$ cat config.mk
export PLATFORM = sky130hd
export DESIGN_NAME = exec_unit_flat
export DESIGN_NICKNAME = d
export VERILOG_FILES = /design/src/logic/rv_pkg.sv /design/src/logic/rv_ifs.sv /design/src/logic/exec_unit.sv /design/src/flat_wrapper.sv
export SDC_FILE = /design/constraint.sdc
export NUM_CORES = 1
export LEC_CHECK = 0
export ABC_AREA = 1
export BUFFER_PORTS_ARGS = -buffer_cell sky130_fd_sc_hd__buf_2
export CORE_ASPECT_RATIO = 0.7
export CORE_UTILIZATION = 45
export DETAILED_ROUTE_END_ITERATION = 10
export PLACE_DENSITY_LB_ADDON = 0.12
export SLEW_MARGIN = 5
export SYNTH_ARGS = -nofsm -noshare
export SYNTH_HDL_FRONTEND = slang
export SYNTH_SLANG_ARGS = --single-unit
$ cat constraint.sdc
create_clock -name vclk -period 2.3
set_input_delay 0.23 -clock vclk [all_inputs]
set_output_delay 0.23 -clock vclk [all_outputs]
set_load 0.02 [all_outputs]
$ cat src/logic/rv_pkg.sv
package rv_pkg;

	typedef logic [31:0] word_t;     // data, address or instruction
	typedef logic [4:0]  reg_idx_t;
	typedef logic [6:0]  opcode_t;
	typedef logic [2:0]  funct3_t;
	typedef logic [3:0]  byte_mask_t;

	typedef enum logic [3:0] {
		OP_LUI,
		OP_AUIPC,
		OP_JAL,
		OP_JALR,
		OP_LW,
		OP_SB,
		OP_SH,
		OP_SW,
		OP_ADDI,
		OP_ADD,
		OP_SUB,
		OP_BEQ,
		OP_BNE,
		OP_ILLEGAL
	} op_e;

	// major opcodes
	localparam opcode_t OPC_LUI    = 7'b0110111;
	localparam opcode_t OPC_AUIPC  = 7'b0010111;
	localparam opcode_t OPC_JAL    = 7'b1101111;
	localparam opcode_t OPC_JALR   = 7'b1100111;
	localparam opcode_t OPC_LOAD   = 7'b0000011;
	localparam opcode_t OPC_STORE  = 7'b0100011;
	localparam opcode_t OPC_IMM    = 7'b0010011;
	localparam opcode_t OPC_REG    = 7'b0110011;
	localparam opcode_t OPC_BRANCH = 7'b1100011;

	localparam int RAM_WORDS = 256;  // 1 KiB

	typedef logic [$clog2(RAM_WORDS)-1:0] ram_addr_t;

endpackage
$ cat src/logic/rv_ifs.sv
// decoded instruction, decode register to execute
interface dec_if;
	import rv_pkg::*;

	logic     valid;
	op_e      op;
	reg_idx_t rd;
	reg_idx_t rs1;
	reg_idx_t rs2;
	word_t    imm;
	word_t    pc;

	modport source (output valid, op, rd, rs1, rs2, imm, pc);
	modport sink   (input valid, op, rd, rs1, rs2, imm, pc);
endinterface

// register file read ports, two operands
interface rf_read_if;
	import rv_pkg::*;

	reg_idx_t rs1;
	reg_idx_t rs2;
	word_t    src1;
	word_t    src2;

	modport requester (output rs1, rs2, input src1, src2);
	modport responder (input rs1, rs2, output src1, src2);
endinterface

// data memory port
interface mem_if;
	import rv_pkg::*;

	logic       we;
	word_t      addr;
	word_t      wdata;
	byte_mask_t wmask;
	word_t      rdata;

	modport master (output we, addr, wdata, wmask, input rdata);
	modport slave  (input we, addr, wdata, wmask, output rdata);
endinterface

$ cat src/logic/exec_unit.sv
module exec_unit (
	dec_if.sink                dec,
	rf_read_if.requester       rf,
	mem_if.master              mem,
	output logic               valid,
	output rv_pkg::op_e        op,
	output rv_pkg::reg_idx_t   rd,
	output rv_pkg::word_t      value,
	output rv_pkg::word_t      next_pc,
	output rv_pkg::word_t      pc
);
	import rv_pkg::*;

	word_t      pc_plus4;
	word_t      pc_plus_imm;
	word_t      src1_plus_imm;
	byte_mask_t base_mask;
	logic [7:0] mask_wide;
	logic       is_store;

	assign rf.rs1 = dec.rs1;
	assign rf.rs2 = dec.rs2;

	assign pc_plus4      = dec.pc + 32'd4;
	assign pc_plus_imm   = dec.pc + dec.imm;
	assign src1_plus_imm = rf.src1 + dec.imm;  // addi, jalr and load/store address

	// memory side
	assign is_store  = (dec.op == OP_SB) || (dec.op == OP_SH) || (dec.op == OP_SW);
	assign mem.we    = dec.valid && is_store;
	assign mem.addr  = src1_plus_imm;
	assign mem.wdata = rf.src2 << {src1_plus_imm[1:0], 3'b000};  // move to byte lane

	always_comb begin
		case (dec.op)
			OP_SB:   base_mask = 4'h1;
			OP_SH:   base_mask = 4'h3;
			OP_SW:   base_mask = 4'hf;
			default: base_mask = 4'h0;
		endcase
	end

	assign mask_wide = {4'b0, base_mask} << src1_plus_imm[1:0];
	assign mem.wmask = mask_wide[3:0];

	always_comb begin
		case (dec.op)
			OP_LUI:           value = dec.imm;
			OP_AUIPC:         value = pc_plus_imm;
			OP_JAL, OP_JALR:  value = pc_plus4;  // link address
			OP_LW:            value = mem.rdata;
			OP_ADDI:          value = src1_plus_imm;
			OP_ADD:           value = rf.src1 + rf.src2;
			OP_SUB:           value = rf.src1 - rf.src2;
			default:          value = '0;
		endcase
	end

	always_comb begin
		case (dec.op)
			OP_JAL:  next_pc = pc_plus_imm;
			OP_JALR: next_pc = {src1_plus_imm[31:1], 1'b0};
			OP_BEQ:  next_pc = (rf.src1 == rf.src2) ? pc_plus_imm : pc_plus4;
			OP_BNE:  next_pc = (rf.src1 != rf.src2) ? pc_plus_imm : pc_plus4;
			default: next_pc = pc_plus4;
		endcase
	end

	assign valid = dec.valid;
	assign op    = dec.op;
	assign rd    = dec.rd;
	assign pc    = dec.pc;

	// store mask check, settled values only
	always_comb begin
		if (mem.we) begin
			a_mask_in_word: assert final (mask_wide[7:4] == 4'h0);
		end
	end

endmodule

$ cat src/flat_wrapper.sv
// flat-port wrapper written by rule: the top's interface ports become plain ports
module exec_unit_flat import rv_pkg::*;
  (valid, op, rd, value, next_pc, pc, dec_valid, dec_op, dec_rd, dec_rs1, dec_rs2, dec_imm, dec_pc, rf_rs1, rf_rs2, rf_src1, rf_src2, mem_we, mem_addr, mem_wdata, mem_wmask, mem_rdata);
  dec_if dec_i ();
  rf_read_if rf_i ();
  mem_if mem_i ();
  output logic valid;
  output rv_pkg::op_e op;
  output rv_pkg::reg_idx_t rd;
  output rv_pkg::word_t value;
  output rv_pkg::word_t next_pc;
  output rv_pkg::word_t pc;
  input wire logic [$bits(dec_i.valid)-1:0] dec_valid;
  input wire logic [$bits(dec_i.op)-1:0] dec_op;
  input wire logic [$bits(dec_i.rd)-1:0] dec_rd;
  input wire logic [$bits(dec_i.rs1)-1:0] dec_rs1;
  input wire logic [$bits(dec_i.rs2)-1:0] dec_rs2;
  input wire logic [$bits(dec_i.imm)-1:0] dec_imm;
  input wire logic [$bits(dec_i.pc)-1:0] dec_pc;
  output wire logic [$bits(rf_i.rs1)-1:0] rf_rs1;
  output wire logic [$bits(rf_i.rs2)-1:0] rf_rs2;
  input wire logic [$bits(rf_i.src1)-1:0] rf_src1;
  input wire logic [$bits(rf_i.src2)-1:0] rf_src2;
  output wire logic [$bits(mem_i.we)-1:0] mem_we;
  output wire logic [$bits(mem_i.addr)-1:0] mem_addr;
  output wire logic [$bits(mem_i.wdata)-1:0] mem_wdata;
  output wire logic [$bits(mem_i.wmask)-1:0] mem_wmask;
  input wire logic [$bits(mem_i.rdata)-1:0] mem_rdata;
  assign dec_i.valid = dec_valid;
  assign dec_i.op = dec_op;
  assign dec_i.rd = dec_rd;
  assign dec_i.rs1 = dec_rs1;
  assign dec_i.rs2 = dec_rs2;
  assign dec_i.imm = dec_imm;
  assign dec_i.pc = dec_pc;
  assign rf_rs1 = rf_i.rs1;
  assign rf_rs2 = rf_i.rs2;
  assign rf_i.src1 = rf_src1;
  assign rf_i.src2 = rf_src2;
  assign mem_we = mem_i.we;
  assign mem_addr = mem_i.addr;
  assign mem_wdata = mem_i.wdata;
  assign mem_wmask = mem_i.wmask;
  assign mem_i.rdata = mem_rdata;
  exec_unit u_core (.dec(dec_i), .rf(rf_i), .mem(mem_i), .valid(valid), .op(op), .rd(rd), .value(value), .next_pc(next_pc), .pc(pc));
endmodule
==> results of run 1 <==
[per-layer routing]
| layer | track usage [%] | GRT overflow |
|---|---|---|
| met5 | 46.6 | 1 |
| met4 | 76.2 | 41 |
| met3 | 67.3 | 5 |
| met2 | 94.0 | 82 |
| met1 | 82.6 | 2 |
[kinds of logic after synthesis]
kind of cell | count (synthesis) | synth area share (%)
adders and majority gates | 129 | 11.9
buffers and inverters | 655 | 19.8
xor gates and xnor gates | 48 | 3.05
and+or+nand+nor | 1799 | 54.1
AOI/OAI and AO/OA | 263 | 11.1
[repair_timing]
action / 4_1_cts
setup buffers: 56
resized for setup: 802
setup endpoints to repair: 84
pin swaps: 173
cloned: 4
hold buffers: 0
[per-stage QoR]
step,utilization (%),setup TNS (ns),hold slack (ns),std cells
detailed placement,65.9,-24.49,0.460,4111
floorplan,-,-0.0149,0.573,2894
CTS,78.4,-2.72,0.460,4169
global placement,65.9,-20.14,0.460,4111
==> run summary, run 1 <==
Top cell type's share of synthesized area = 29.9%
Post-DP HPWL = 68,000 µm
Sequential area share after synthesis = 0%
Syn nets = 3,203
Run Error = [ERROR GRT-0232] Routing congestion too high. Check the congestion heatmap in the GUI.
Gr usage total = 80.6%
Syn. warnings = 0
Total congestion overflow = 131
Top post-synthesis cells by area = nand2_1, inv_1, ha_1
Routability cong. = 1.22
Run status = did not finish
Post-Synthesis Cells = 2,894
Port bufs = 335
Type of pin the worst path ends at = top-level output
Syn_area_per_cell = 4.77 µm²
Post-synth cell types = 49
Pre-CTS WS = -0.516 ns
Initial core utilization = 45.8%
Synth area leader = nand2_1
GR repair worst EP = next_pc[29]
Io pins = 365
Placed cell area = 0.0199 mm²
Pin count of the biggest net entering global routing = 32
Cell area after synthesis = 0.0138 mm²
Die Y-Extent = 149 µm
Site row count = 53
Halt Stage = 5_1_grt
Die W = 211 µm
Top cells by count, synth = nand2_1, inv_1, nor2_1, nand3_1, ha_1
Most frequent cell after synthesis = nand2_1
==> inputs of run 2 (changes only) <==
--- a/config.mk
+++ b/config.mk
@@ -7,10 +7,9 @@
 export LEC_CHECK = 0
 export ABC_AREA = 1
 export BUFFER_PORTS_ARGS = -buffer_cell sky130_fd_sc_hd__buf_2
-export CORE_ASPECT_RATIO = 0.7
-export CORE_UTILIZATION = 45
+export CORE_UTILIZATION = 30
 export DETAILED_ROUTE_END_ITERATION = 10
-export PLACE_DENSITY_LB_ADDON = 0.12
+export PLACE_DENSITY_LB_ADDON = 0.15
 export SLEW_MARGIN = 5
 export SYNTH_ARGS = -nofsm -noshare
 export SYNTH_HDL_FRONTEND = slang
==> run 2 against run 1 <==
  * The flow now finishes, with violations (negative setup slack)
  * Synthesized cell count is the same
  * Area after synthesis did not move
==> run summary, run 2 <==
Measured slew at the worst slew-check pin = 0.555 ns
Cell repeated most along the worst path = buf_6
Top cells by count, synth = nand2_1, inv_1, nor2_1, nand3_1, ha_1
Setup TNS = -8.17 ns
Placed Cells = 4,348
Number of global-route vias before repair = 20,628
Pin count of the biggest net entering global routing = 36
Post-cts hold buffer count = 0
Hold endpoint = rd[1]
Worst path slowest cell = ha_4
Fin worst setup slack = -0.230 ns
Total congestion overflow = 0
Final setup violation count = 64
Fmax = 395 MHz
Post-route ant nets = 0
Max-slew headroom at the worst pin = 62.6%
HP Start = dec_rd[1]
Syn nets = 3,203
Crit Path Class = input pin to output pin
CP Max Fanout = 6
Synth area leader = nand2_1
Top cell type's share of synthesized area = 29.9%
Die W = 216 µm
DRC viols = 0
Post-synth cell types = 49
Hold Path Stages = 0
Syn_area_per_cell = 4.77 µm²
Routability cong. = 1.04
Gr usage total = 33.8%
Initial core utilization = 30.4%
First-pass GRT wire length = 120,000 µm
# fillers = 4,687
1st-pass router iterations = 6
CP arrival = 2.30 ns
Final critical-path required period = 2.53 ns
Most frequent cell after synthesis = nand2_1
Final Cycle Share = 110%
Hold_ws = 0.460 ns
Failing checks = negative setup slack
Unrepaired setup endpoints after global routing = yes
Port bufs = 335
Setup crit end kind = output pin
Initial antenna violation count = 1
Core area = 0.0454 mm²
CP max stage delay = 0.31 ns
Final-layout clock buffer total = 0
Util after Layout = 55.4%
Die area = 0.0469 mm²
Post-DP HPWL = 71,700 µm
Run status = finished with violations
Worst setup SP type = input pin
Starting DRT DRC Count = 1,783
Via count = 22,154
Post-Synthesis Cells = 2,894
Top post-synthesis cells by area = nand2_1, inv_1, ha_1
Site row count = 78
Commonest non-fill, non-tap cell in the layout = nand2_1
Routed WL per cell = 19.3 µm
Syn. warnings = 0
Worst min-delay path category = input pin to output pin
Die Y-Extent = 216 µm
Layout overhead on the synthesized area = 82.2%
Io pins = 365
Commonest non-fill, non-tap cells in the layout = nand2_1, buf_4, inv_1
Share of cells above drive strength 1 = 46.4%
Seq. cell area = 0 µm²
Sequential area share after synthesis = 0%
Cell area after synthesis = 0.0138 mm²
Fin cells = 4,396
Final nets = 4,106
Final Hold Vio Count = 0
Critical-path cell list = buf_4, ha_4, nand2_4, nor3_2, buf_4, nand2_2, nor2_4, nand2_4, buf_6, a21oi_4, buf_6, nand2_1, nand2_1, nand2_2, buf_6
Routed WL = 84,800 µm
Required time of the critical path = 2.07 ns
Final Max Tran Viols = 0
Seq_cells = 0
Max Cap Viol = 0
DR vias/cell = 5.04
-- run 2: cell counts after synthesis --
No cell type changed its count.
-- run 2: kinds of logic (layout without fill, tap and decap cells) --
group,count (synthesis),in the layout,share of synthesized area (%)
buffers and inverters,655,1556,19.8
and+or+nand+nor,1799,1799,54.1
adders and majority gates,129,129,11.9
other,0,1,0
AOI/OAI and AO/OA,263,263,11.1
xor gates and xnor gates,48,48,3.05
-- run 2: what timing repair did --
| item | in CTS | in global routing |
|---|---|---|
| setup buffers | 4 | 44 |
| endpoints found under the setup margin | 82 | 85 |
| cloned | 0 | 2 |
| pin swaps | 19 | 240 |
| gates resized for setup | 214 | 935 |
-- run 2: per-layer routing --
metal | vias up | global-route usage [%] | part of all wire (%)
met2 | 931 | 58.7 | 47
met1 | 10268 | 43.3 | 41
met5 | - | 0 | 0
met3 | 200 | 1.98 | 6.4
met4 | 0 | 13.5 | 5.1
li1 | 10755 | - | -
-- run 2: cell type report --
type	count	area (µm²)	area share [%]
Timing Repair Buffer	1015	7780	31.0
Tap cell	600	751	2.99
Inverter	541	2040	8.11
Antenna cell	1	2.50	0.00995
Multi-Input combinational cell	2239	14600	57.9
-- run 2: worst max-delay path: cells and delay by family --
kind	cells	cell delay, ns
AO/OA/AOI/OAI	1	0.25
adder cells (fa/ha/maj)	1	0.31
AND/OR/NAND/NOR	8	0.73
buffers and inverters	5	0.76
-- run 2: how the worst max path moves through the flow --
stage	startpoint	end	depth (start not counted)
after detailed placement	rf_src1[2]	next_pc[14]	14
after CTS	rf_src1[8]	value[10]	15
after global placement	rf_src1[2]	next_pc[14]	14
final	rf_src1[2]	next_pc[24]	15
after floorplan	rf_src1[0]	value[6]	12
after global routing	dec_imm[0]	next_pc[22]	19
-- run 2: metrics by stage --
stage	setup WS (ns)	cell area (µm²)
global route	-0.329	25100
floorplan	-0.0149	13800
finish	-0.230	25100
global placement	-0.528	20500
detailed placement	-0.526	20500
CTS	-0.253	21300
