`src/logic/rv_pkg.sv`:
```
package rv_pkg;

	typedef logic [31:0] word_t;     // data, address or instruction
	typedef logic [4:0]  reg_idx_t;
	typedef logic [6:0]  opcode_t;
	typedef logic [2:0]  funct3_t;
	typedef logic [3:0]  byte_mask_t;

	typedef enum logic [3:0] {
		OP_LUI,
		OP_AUIPC,
		OP_JAL,
		OP_JALR,
		OP_LW,
		OP_SB,
		OP_SH,
		OP_SW,
		OP_ADDI,
		OP_ADD,
		OP_SUB,
		OP_BEQ,
		OP_BNE,
		OP_ILLEGAL
	} op_e;

	// major opcodes
	localparam opcode_t OPC_LUI    = 7'b0110111;
	localparam opcode_t OPC_AUIPC  = 7'b0010111;
	localparam opcode_t OPC_JAL    = 7'b1101111;
	localparam opcode_t OPC_JALR   = 7'b1100111;
	localparam opcode_t OPC_LOAD   = 7'b0000011;
	localparam opcode_t OPC_STORE  = 7'b0100011;
	localparam opcode_t OPC_IMM    = 7'b0010011;
	localparam opcode_t OPC_REG    = 7'b0110011;
	localparam opcode_t OPC_BRANCH = 7'b1100011;

	localparam int RAM_WORDS = 256;  // 1 KiB

	typedef logic [$clog2(RAM_WORDS)-1:0] ram_addr_t;

endpackage
```
`src/logic/rv_ifs.sv`:
```
// decoded instruction, decode register to execute
interface dec_if;
	import rv_pkg::*;

	logic     valid;
	op_e      op;
	reg_idx_t rd;
	reg_idx_t rs1;
	reg_idx_t rs2;
	word_t    imm;
	word_t    pc;

	modport source (output valid, op, rd, rs1, rs2, imm, pc);
	modport sink   (input valid, op, rd, rs1, rs2, imm, pc);
endinterface


```
`src/logic/inst_decode.sv`:
```
module inst_decode (
	input  logic          clk,
	input  logic          arst_n,
	input  logic          instr_valid,
	input  rv_pkg::word_t instr,
	input  rv_pkg::word_t pc,
	dec_if.source         dec
);
	import rv_pkg::*;

	opcode_t    opcode;
	funct3_t    funct3;
	logic [6:0] funct7;
	op_e        op_d;
	word_t      imm_d;

	assign opcode = instr[6:0];
	assign funct3 = instr[14:12];
	assign funct7 = instr[31:25];

	always_comb begin
		op_d = OP_ILLEGAL;  // anything unmatched
		case (opcode)
			OPC_LUI:    op_d = OP_LUI;
			OPC_AUIPC:  op_d = OP_AUIPC;
			OPC_JAL:    op_d = OP_JAL;
			OPC_JALR:   if (funct3 == 3'b000) op_d = OP_JALR;
			OPC_LOAD:   if (funct3 == 3'b010) op_d = OP_LW;
			OPC_IMM:    if (funct3 == 3'b000) op_d = OP_ADDI;
			OPC_STORE: begin
				case (funct3)
					3'b000:  op_d = OP_SB;
					3'b001:  op_d = OP_SH;
					3'b010:  op_d = OP_SW;
					default: op_d = OP_ILLEGAL;
				endcase
			end
			OPC_REG: begin
				if (funct3 == 3'b000 && funct7 == 7'b0000000)
					op_d = OP_ADD;
				else if (funct3 == 3'b000 && funct7 == 7'b0100000)
					op_d = OP_SUB;
			end
			OPC_BRANCH: begin
				if (funct3 == 3'b000)
					op_d = OP_BEQ;
				else if (funct3 == 3'b001)
					op_d = OP_BNE;
			end
			default: op_d = OP_ILLEGAL;
		endcase
	end

	// immediate format follows the operation
	always_comb begin
		case (op_d)
			OP_LUI, OP_AUIPC:   imm_d = {instr[31:12], 12'b0};
			OP_JAL:             imm_d = {{12{instr[31]}}, instr[19:12], instr[20], instr[30:21], 1'b0};
			OP_SB, OP_SH, OP_SW: imm_d = {{20{instr[31]}}, instr[31:25], instr[11:7]};
			OP_BEQ, OP_BNE:     imm_d = {{20{instr[31]}}, instr[7], instr[30:25], instr[11:8], 1'b0};
			default:            imm_d = {{20{instr[31]}}, instr[31:20]};  // I-type
		endcase
	end

	always_ff @(posedge clk or negedge arst_n) begin
		if (!arst_n) begin
			dec.valid <= 1'b0;
		end else begin
			dec.valid <= instr_valid;  // one cycle per strobe
		end
	end

	always_ff @(posedge clk) begin
		if (instr_valid) begin
			dec.op  <= op_d;
			dec.rd  <= instr[11:7];
			dec.rs1 <= instr[19:15];
			dec.rs2 <= instr[24:20];
			dec.imm <= imm_d;
			dec.pc  <= pc;
		end
	end

	// an unknown word would silently decode as illegal
	a_instr_known: assert property (@(posedge clk) disable iff (!arst_n)
		instr_valid |-> !$isunknown(instr));

endmodule

```
`src/flat_wrapper.sv`:
```
// flat-port wrapper written by rule: the top's interface ports become plain ports
module inst_decode_flat import rv_pkg::*;
  (clk, arst_n, instr_valid, instr, pc, dec_valid, dec_op, dec_rd, dec_rs1, dec_rs2, dec_imm, dec_pc);
  dec_if dec_i ();
  input  logic clk;
  input  logic arst_n;
  input  logic instr_valid;
  input  rv_pkg::word_t instr;
  input  rv_pkg::word_t pc;
  output wire logic [$bits(dec_i.valid)-1:0] dec_valid;
  output wire logic [$bits(dec_i.op)-1:0] dec_op;
  output wire logic [$bits(dec_i.rd)-1:0] dec_rd;
  output wire logic [$bits(dec_i.rs1)-1:0] dec_rs1;
  output wire logic [$bits(dec_i.rs2)-1:0] dec_rs2;
  output wire logic [$bits(dec_i.imm)-1:0] dec_imm;
  output wire logic [$bits(dec_i.pc)-1:0] dec_pc;
  assign dec_valid = dec_i.valid;
  assign dec_op = dec_i.op;
  assign dec_rd = dec_i.rd;
  assign dec_rs1 = dec_i.rs1;
  assign dec_rs2 = dec_i.rs2;
  assign dec_imm = dec_i.imm;
  assign dec_pc = dec_i.pc;
  inst_decode u_core (.clk(clk), .arst_n(arst_n), .instr_valid(instr_valid), .instr(instr), .pc(pc), .dec(dec_i));
endmodule
```
`config.mk`:
```
export PLATFORM = sky130hd
export DESIGN_NAME = inst_decode_flat
export DESIGN_NICKNAME = d
export VERILOG_FILES = /design/src/logic/rv_pkg.sv /design/src/logic/rv_ifs.sv /design/src/logic/inst_decode.sv /design/src/flat_wrapper.sv
export SDC_FILE = /design/constraint.sdc
export NUM_CORES = 1
export LEC_CHECK = 0
export BUFFER_PORTS_ARGS = -buffer_cell sky130_fd_sc_hd__buf_2
export CAP_MARGIN = 20
export CELL_PAD_IN_SITES_DETAIL_PLACEMENT = 1
export CELL_PAD_IN_SITES_GLOBAL_PLACEMENT = 2
export CORE_MARGIN = 2
export CORE_UTILIZATION = 26
export DETAILED_ROUTE_END_ITERATION = 6
export PLACE_DENSITY_LB_ADDON = 0.08
export SLEW_MARGIN = 40
export SYNTH_ARGS = -nofsm -noshare
export SYNTH_HDL_FRONTEND = slang
export SYNTH_SLANG_ARGS = --single-unit
```
`constraint.sdc`:
```
create_clock -name clk -period 0.8 [get_ports clk]
set_input_delay 0.04 -clock clk [delete_from_list [all_inputs] [get_ports clk]]
set_output_delay 0.04 -clock clk [all_outputs]
set_load 0.01 [all_outputs]
```
Word level (Yosys, flattened, before mapping). Index checks and enable logic that the tools add are counted.

Output and inout bits: 84. Bits in registers: 84. Word-level logic and storage cells: 44. RAM bits: 0. Latch bits: 0. Memories kept: 0. Bits in read-only memories: 0. Input bits: 67.

Divide/modulo/power cells: 0. Multipliers: 0. Shifts and indexed selects: 0. Eq/ne operators: 19. Multiplexer cells: 10. Reductions and logical operators: 8. Add/sub/neg operators: 0. Magnitude comparators: 0. Bitwise operators: 0.

Operators with widths (count): $pmux W31 S4 (1); $pmux W4 S9 (1); $eq A7 B6 Y1 const B (4); $eq A7 B7 Y1 const B (3); $mux W4 (4); $eq A7 B5 Y1 const B (2); $eq A4 B3 Y1 const B (3); $pmux W4 S3 (1); $eq A4 B4 Y1 const B (2); $eq A7 B2 Y1 const B (1); $logic_not A7 Y1 (1); $mux W3 (2); $eq A4 B1 Y1 const B (1); $eq A4 B2 Y1 const B (1); $logic_not A4 Y1 (1); $reduce_or A2 Y1 (2); $eq A3 B1 Y1 const B (1); $eq A3 B2 Y1 const B (1); $logic_not A3 Y1 (1); $reduce_or A3 Y1 (1); $logic_and A1 B1 Y1 (2); $mux W1 (1).

Longest topological paths before layout. Gate-level depths: netlist of run 1.

Depth after elaboration: 8. Mapped depth: 10. Gate-level depth less buffers: 8.

Worst setup path after synthesis of run 1. Ideal clock, no wire load.

Kind: in2reg. Start point: in instr[12]. End point: reg u_core.dec.imm[1], data pin. Slack: -1379 ps. Data required time: 544 ps. Setup time: 256 ps. Path buffers: 2. Data arrival time: 1922 ps. Stages on the path: 9. Cell sequence: buf_4 -> or4b_4 -> o32ai_4 -> o221ai_2 -> buf_6 -> or3b_1 -> a31oi_2 -> nand2_2 -> a22o_1.

Elaborated cells between the ends (all ways): 26. Those cells by class: eq/ne (9); mux (10); reduce/logical (7).

RTL lines: start, declared (line flat_wrapper.sv:8) `input rv_pkg::word_t instr;`; $eq A3 B2 Y1, or another cell as far along (line inst_decode.sv:28, inst_decode.sv:31); $pmux W4 S3, or another cell as far along (line inst_decode.sv:31) `case (funct3)`; $pmux W4 S9 * (line inst_decode.sv:23) `case (opcode)`; via u_core.op_d[3] (line inst_decode.sv:14) `op_e op_d;`; $eq A4 B3 Y1, or another cell as far along (line inst_decode.sv:56) `case (op_d)`; $reduce_or A3 Y1 or $reduce_or A2 Y1 (tied branches) (line inst_decode.sv:56); $pmux W31 S4 * (line inst_decode.sv:56); via u_core.imm_d[1] (line inst_decode.sv:15) `word_t imm_d;`; end signal, assigned (line inst_decode.sv:79) `dec.imm <= imm_d;`; end, declared (line rv_ifs.sv:13) `modport source (output valid, op, rd, rs1, rs2, imm, pc);`.

The timed path passes the listed nets; every way through them passes the cells marked *. A chain may end at the register's enable or synchronous reset.

Worst setup path after layout of run 1.
Start point: in instr[4]. End point: reg u_core.dec.imm[2], data pin.

Cells in the longest elaborated chain, start to end: 5. Elaborated cells between the ends (all ways): 22. Those cells by class: eq/ne (16); mux (2); reduce/logical (4).

Ends and longest elaborated chain (line): $eq A7 B7 Y1, or another cell as far along (inst_decode.sv:23); $pmux W4 S9 * (inst_decode.sv:23); $eq A4 B3 Y1, or another cell as far along (inst_decode.sv:56); $reduce_or A3 Y1 or $reduce_or A2 Y1 (tied branches) (inst_decode.sv:56); $pmux W31 S4 * (inst_decode.sv:56); via u_core.imm_d[2] (inst_decode.sv:15).

Marked as above.

==> summary.md, run 1 <==
| Metric | Value |
|---|---|
| Crit path setup slack, layout | -1.09 ns |
| Core ar. | 12700 µm² |
| Nets@finish | 540 |
| CP Capture Type | register |
| Synthesized instance count | 203 |
| Yosys cell types | 49 |
| Met2 wire length | 5.04 mm |
| Required @ worst endpoint | 1.01 ns |
| Yosys top cell area share | 0.735 |
| Total wire length | 10.1 mm |
| Synth warn | 0 |
| Final Hold Fails | 0 |
| CTS max path bufs | 2 |
| Die area | 14000 µm² |
| Sequential area share after synthesis | 0.742 |
| RSZ-0062 raised after global routing | yes |
| Clock Sinks | 84 |
| WL/cell | 15.5 µm |
| Post-layout util | 0.472 |
| Max-cap viol count | 0 |
| Drt first pass iters | 4 |
| Layout cells sized above 1 | 0.561 |
| CP Launch Type | primary input |
| Met3 routed WL | 567 µm |
| Worst VDD drop | 0.736 mV |
| Placed Cells | 565 |
| Total power | 10.6 mW |
| Antenna violations before repair | 0 |
| Placer congestion estimate | 0.731 |
| Max Fanout on Critical Path | 4 |
| Asr flop ratio synth | 0.0119 |
| Top sig layer | met4 |
| Hpwl dp | 6.93 mm |
| Final Hold Slack | 0.0178 ns |
| Run status | finished with violations |
| Tcrit/Tclk final | 2.36 |
| Grt ovf | 0 |
| Worst-Margin Slew | 0.378 ns |
| Min cycle time layout | 1.89 ns |
| Vias | 2758 |
| Post-synth top area cell | edfxtp_1 |
| Vias in the first global route | 2991 |
| Inserted Diodes | 0 |
| Reg area | 2520 µm² |
| #FFs+latches synth | 84 |
| Place WS | -1.56 ns |
| Htree depth | 3 |
| Slew Viols, Final | 0 |
| Area grow syn2layout | 76.2% |
| Die Y | 118 µm |
| Area of the multi-input gates | 991 µm² |
| Min-delay worst type | primary input to asynchronous set/reset pin |
| Number of synthesized flops with an enable pin | 83 |
| Failing checks | setup timing |
| Power Dens Cells | 1770 nW/µm² |
| Clock slew at reported path FFs | 0.06 ns |
| Final setup fails | 119 |
| Port bufs | 150 |
| Row count | 41 |
| Routed Antenna Nets | 0 |
| Layout Cells excl Fill | 648 |
| Cell chosen for the clock root | clkbuf_16 |
| Endpoint arrival time on the critical path | 2.09 ns |
| Filler Cell Count | 1338 |
| Rel. slew slack | 0.747 |
| Largest net degree at the start of global routing | 39 |
| Die X | 118 µm |
| Post-Route M1 WL | 4.31 mm |
| Initial DRC count | 135 |
| Static Leak | 2.57 nW |
| Primary FF master, synth | edfxtp_1 |
| WS Path Type | primary input to register |
| Cell area after synthesis | 3390 µm² |
| CTS tree | built |
| GRT Overall Usage | 0.146 |
| Total CTS buffers | 9 |
| F_max | 0.530 GHz |
| First-pass GRT wire length | 15.9 mm |
| Commonest non-fill, non-tap cell in the layout | buf_2 |
| Syn avg cell area | 16.7 µm² |
| Residual DRC count | 0 |
| Syn nets | 270 |
| IO Pins | 151 |
| Via density | 4.26 |
| Ranking of synthesized cells by area | edfxtp_1 73%, a21o_1 4.2%, nor2b_1 2.4% |
| Initial core utilization | 0.268 |
| Most frequent cells in the layout | 142 x buf_2, 83 x edfxtp_1, 52 x dlygate4sd3_1, 47 x buf_4, 19 x a21o_1 |
## state kept, by name, indices dropped and copies added, names as in the netlist
register,cells
u_core.dec.pc,32
u_core.dec.rs1,5
u_core.dec.rs2,5
u_core.dec.rd,5
u_core.dec.imm,32
u_core.dec.op,4
u_core.dec.valid,1
## worst max-delay path, cell delays in order
cell      delay (ns)
buf_8           0.10
nand2b_4        0.13
or4_4           0.53
o221ai_4        0.24
buf_6           0.14
buf_4           0.11
nand2_2         0.08
or3_4           0.36
buf_4           0.15
nand2_2         0.09
a22o_1          0.13
## kinds of logic after synthesis
family | count (synthesis) | share of synthesized area
flip-flops | 84 | 0.742
AND/OR/NAND/NOR | 63 | 0.119
AO/OA/AOI/OAI | 40 | 0.104
buffers and inverters | 14 | 0.0291
XOR/XNOR | 2 | 0.00516
## path summary, 6_finish.rpt
kind / endpoint / depth (start not counted) / slack, ns / start
max: u_core.dec.imm[2] / 11 / -1.09 / instr[4]
min: u_core.dec.valid / 2 / 0.02 / arst_n
max in group asynchronous: u_core.dec.valid / 2 / 0.70 / arst_n
min in group clk: u_core.dec.imm[23] / 2 / 0.02 / instr[23]
## where the power goes
group          switching [mW]  internal, mW  total (mW)  leakage, nW
clock network            1.54          2.05        3.59        0.119
logic                   0.805         0.888        1.69         1.62
registers              0.0839          5.24        5.33        0.824
total                    2.43          8.18        10.6         2.57
## timing repair
action / CTS / global route
hold endpoints to repair: 57 / 0
cloned: 2 / 0
endpoints found under the setup margin: 119 / 119
hold buffers: 52 / 0
setup buffers: 10 / 6
pin swaps: 15 / 13
resized for setup: 46 / 25
## layout make-up
cell class                 instances  area share
clock buffer                      11      0.0389
clock inverter                     3     0.00272
inverter                           3     0.00188
multi-input combinational        105       0.166
sequential                        84       0.421
tap                              172      0.0360
timing repair buffer             270       0.334
## cells in the mapped netlist (all sizes together) (2+ instances only)
| library cell | n |
|---|---|
| edfxtp | 83 |
| a21o | 19 |
| nor2b | 13 |
| buf | 11 |
| nand2 | 11 |
| nor3 | 7 |
| or3 | 6 |
| a22o | 4 |
| nand3 | 4 |
| nor2 | 4 |
| nor4 | 4 |
| a21oi | 3 |
| inv | 3 |
| a211oi | 2 |
| a31oi | 2 |
| and2 | 2 |
| nand2b | 2 |
| o211ai | 2 |
| o32ai | 2 |
| or4 | 2 |
| xnor2 | 2 |
## metal layers
layer	global-route usage	vias to the layer above
met3	0.0410	11
met4	0.0520	0
met5	0	-
met1	0.179	1320
li1	-	1333
met2	0.244	94
## through the flow
stage | TNS, ns | cell area (µm²)
final | -39.26 | 5980
after global routing | -45.15 | 5980
after CTS | -40.94 | 5830
after detailed placement | -48.69 | 4720
after global placement | -47.98 | 4720
after floorplan | -39.87 | 3450
(Power assumes the default switching activity.)
==> inputs of run 2 (changes only) <==
- RECOVER_POWER: default -> 25
- REMOVE_ABC_BUFFERS: default -> 1
==> run 2 against run 1 <==
Net effect:
- combinational power hardly changed
- highest routed layer unchanged
- final cell count is 0.15% lower
- critical endpoint is now u_core.dec.imm[3]
- the flow still finishes with violations (setup timing)
- critical path type unchanged
- hold slack better by 0.0034 ns
==> summary.md, run 2 (synthesized netlist as in run 1, its figures left out) <==
| Metric | Value |
|---|---|
| Met3 routed WL | 604 µm (+6.5%) |
| Crit-path cells | buf_8 > or4b_4 > o32ai_4 > o221ai_2 > buf_6 > or3b_4 > a31oi_4 > nand2_2 > a22o_1 |
| Tcrit/Tclk final | 2.39 (+0.0346) |
| Max-cap viol count | 0 (unchanged) |
| RSZ-0062 raised after global routing | yes |
| Post-Route M1 WL | 4.41 mm (+2.5%) |
| Top sig layer | met4 |
| Core ar. | 12700 µm² (unchanged) |
| Routed Antenna Nets | 0 (unchanged) |
| F_max | 0.522 GHz (-1.4%) |
| Worst-Margin Slew | 0.373 ns (-0.00522 ns) |
| Nets@finish | 537 (-0.56%) |
| Clock Sinks | 84 (unchanged) |
| Port bufs | 150 (unchanged) |
| Critical path destination | u_core.dec.imm[3] |
| Crit path from | instr[12] |
| Htree depth | 3 (unchanged) |
| CTS tree | built |
| GRT Overall Usage | 0.150 (+0.00459) |
| Required @ worst endpoint | 0.88 ns (-0.13 ns) |
| Vias | 2760 (+0.073%) |
| CTS max path bufs | 2 (unchanged) |
| Residual DRC count | 0 (unchanged) |
| Layout cells sized above 1 | 0.558 (-0.00303) |
| Total power | 10.6 mW (+0.27%) |
| Initial DRC count | 150 (+11%) |
| Total CTS buffers | 9 (unchanged) |
| Final Hold Fails | 0 (unchanged) |
| Endpoint arrival time on the critical path | 2.00 ns (-0.09 ns) |
| WS Path Type | primary input to register |
| Biggest regs | u_core.dec.imm: 32 flops, u_core.dec.pc: 32 flops |
| Area grow syn2layout | 73.5% |
| Grt ovf | 0 (unchanged) |
| Filler Cell Count | 1363 (+1.9%) |
| Vias in the first global route | 3046 (+1.8%) |
| Rel. slew slack | 0.751 (+0.00349) |
| Worst VDD drop | 0.834 mV (+13%) |
| Clock slew at reported path FFs | 0.06 ns (about the same) |
| Inserted Diodes | 0 (unchanged) |
| WL/cell | 16.1 µm (+3.9%) |
| Met2 wire length | 5.30 mm (+5.1%) |
| Place WS | -1.71 ns (-0.146 ns) |
| Placer congestion estimate | 0.790 (+8.0%) |
| Run status | finished with violations |
| Antenna violations before repair | 0 (unchanged) |
| Min-delay worst type | primary input to asynchronous set/reset pin |
| Most frequent cells in the layout | 139 x buf_2, 83 x edfxtp_1, 48 x dlygate4sd3_1, 48 x buf_4, 21 x buf_6 |
| Drt first pass iters | 4 (unchanged) |
| Static Leak | 2.54 nW (-0.98%) |
| Total wire length | 10.4 mm (+3.7%) |
| Row count | 41 (unchanged) |
| Slowest cell on the critical path | or4b_4 |
| Crit path setup slack, layout | -1.11 ns (-0.0277 ns) |
| Failing checks | setup timing |
| IO Pins | 151 (unchanged) |
| Slew Viols, Final | 0 (unchanged) |
| Via density | 4.27 (+0.23%) |
| Largest net degree at the start of global routing | 28 (-28%) |
| Die X | 118 µm (unchanged) |
| Commonest non-fill, non-tap cell in the layout | buf_2 |
| Hpwl dp | 7.16 mm (+3.3%) |
| Final Hold Slack | 0.0212 ns (+0.00339 ns) |
| CP Launch Type | primary input |
| Delay of the slowest critical-path stage | 0.55 ns (+0.02 ns) |
| Cell chosen for the clock root | clkbuf_16 |
| Initial core utilization | 0.268 (unchanged) |
| CP Capture Type | register |
| Final setup fails | 119 (unchanged) |
| Max Fanout on Critical Path | 4 (unchanged) |
| Die area | 14000 µm² (unchanged) |
| Power Dens Cells | 1810 nW/µm² (+1.8%) |
| Min cycle time layout | 1.91 ns (+0.0277 ns) |
| First-pass GRT wire length | 16.3 mm (+3.0%) |
| Die Y | 118 µm (unchanged) |
## run 2: repair_timing
item | CTS | global route
endpoints found under the setup margin | 119 | 119
gates resized for setup | 55 | 19
buffers inserted | 10 | 7
gates cloned | 0 | 2
pin swaps | 20 | 14
hold buffers | 48 | 0
hold endpoints to repair | 53 | 0
## run 2: where the power goes
part	internal (mW)	switching, mW
logic	0.869	0.814
registers	5.24	0.0836
clock network	2.06	1.57
total	8.17	2.46
## run 2: final cells by class
class	count	area, µm²	area share
clock buffer	10	229	0.0389
timing repair buffer	266	1900	0.322
sequential	84	2520	0.428
clock inverter	6	31.3	0.00531
tap	172	215	0.0366
inverter	3	11.3	0.00191
multi-input combinational	106	983	0.167
## run 2: worst min path at each step
stage,start,end,slack (ns),depth (start not counted)
after floorplan,arst_n,u_core.dec.valid,-0.26,0
after global placement,arst_n,u_core.dec.valid,-0.18,1
after detailed placement,arst_n,u_core.dec.valid,-0.18,1
after CTS,arst_n,u_core.dec.valid,0.002,2
after global routing,arst_n,u_core.dec.valid,0.02,2
final,arst_n,u_core.dec.valid,0.02,2
## run 2: through the flow
stage	cells	util	instance area (µm²)	setup TNS [ns]
5_1_grt	647	0.465	5890	-45.85
6_report	647	0.465	5890	-38.37
3_5_place_dp	566	0.371	4700	-50.12
3_3_place_gp	566	0.371	4700	-49.00
2_1_floorplan	192	-	3310	-45.52
4_1_cts	639	0.455	5760	-38.05
## run 2: critical path, delay by kind of cell
family	cells	cell delay, ns
compound gates	4	0.68
buf+inv	2	0.24
simple gates	3	1.04
## run 2: layer usage
layer  global-route usage  vias to the layer above
met4               0.0459                        0
met3               0.0449                        7
met5                    0                        -
met1                0.178                     1321
li1                     -                     1333
met2                0.262                       99
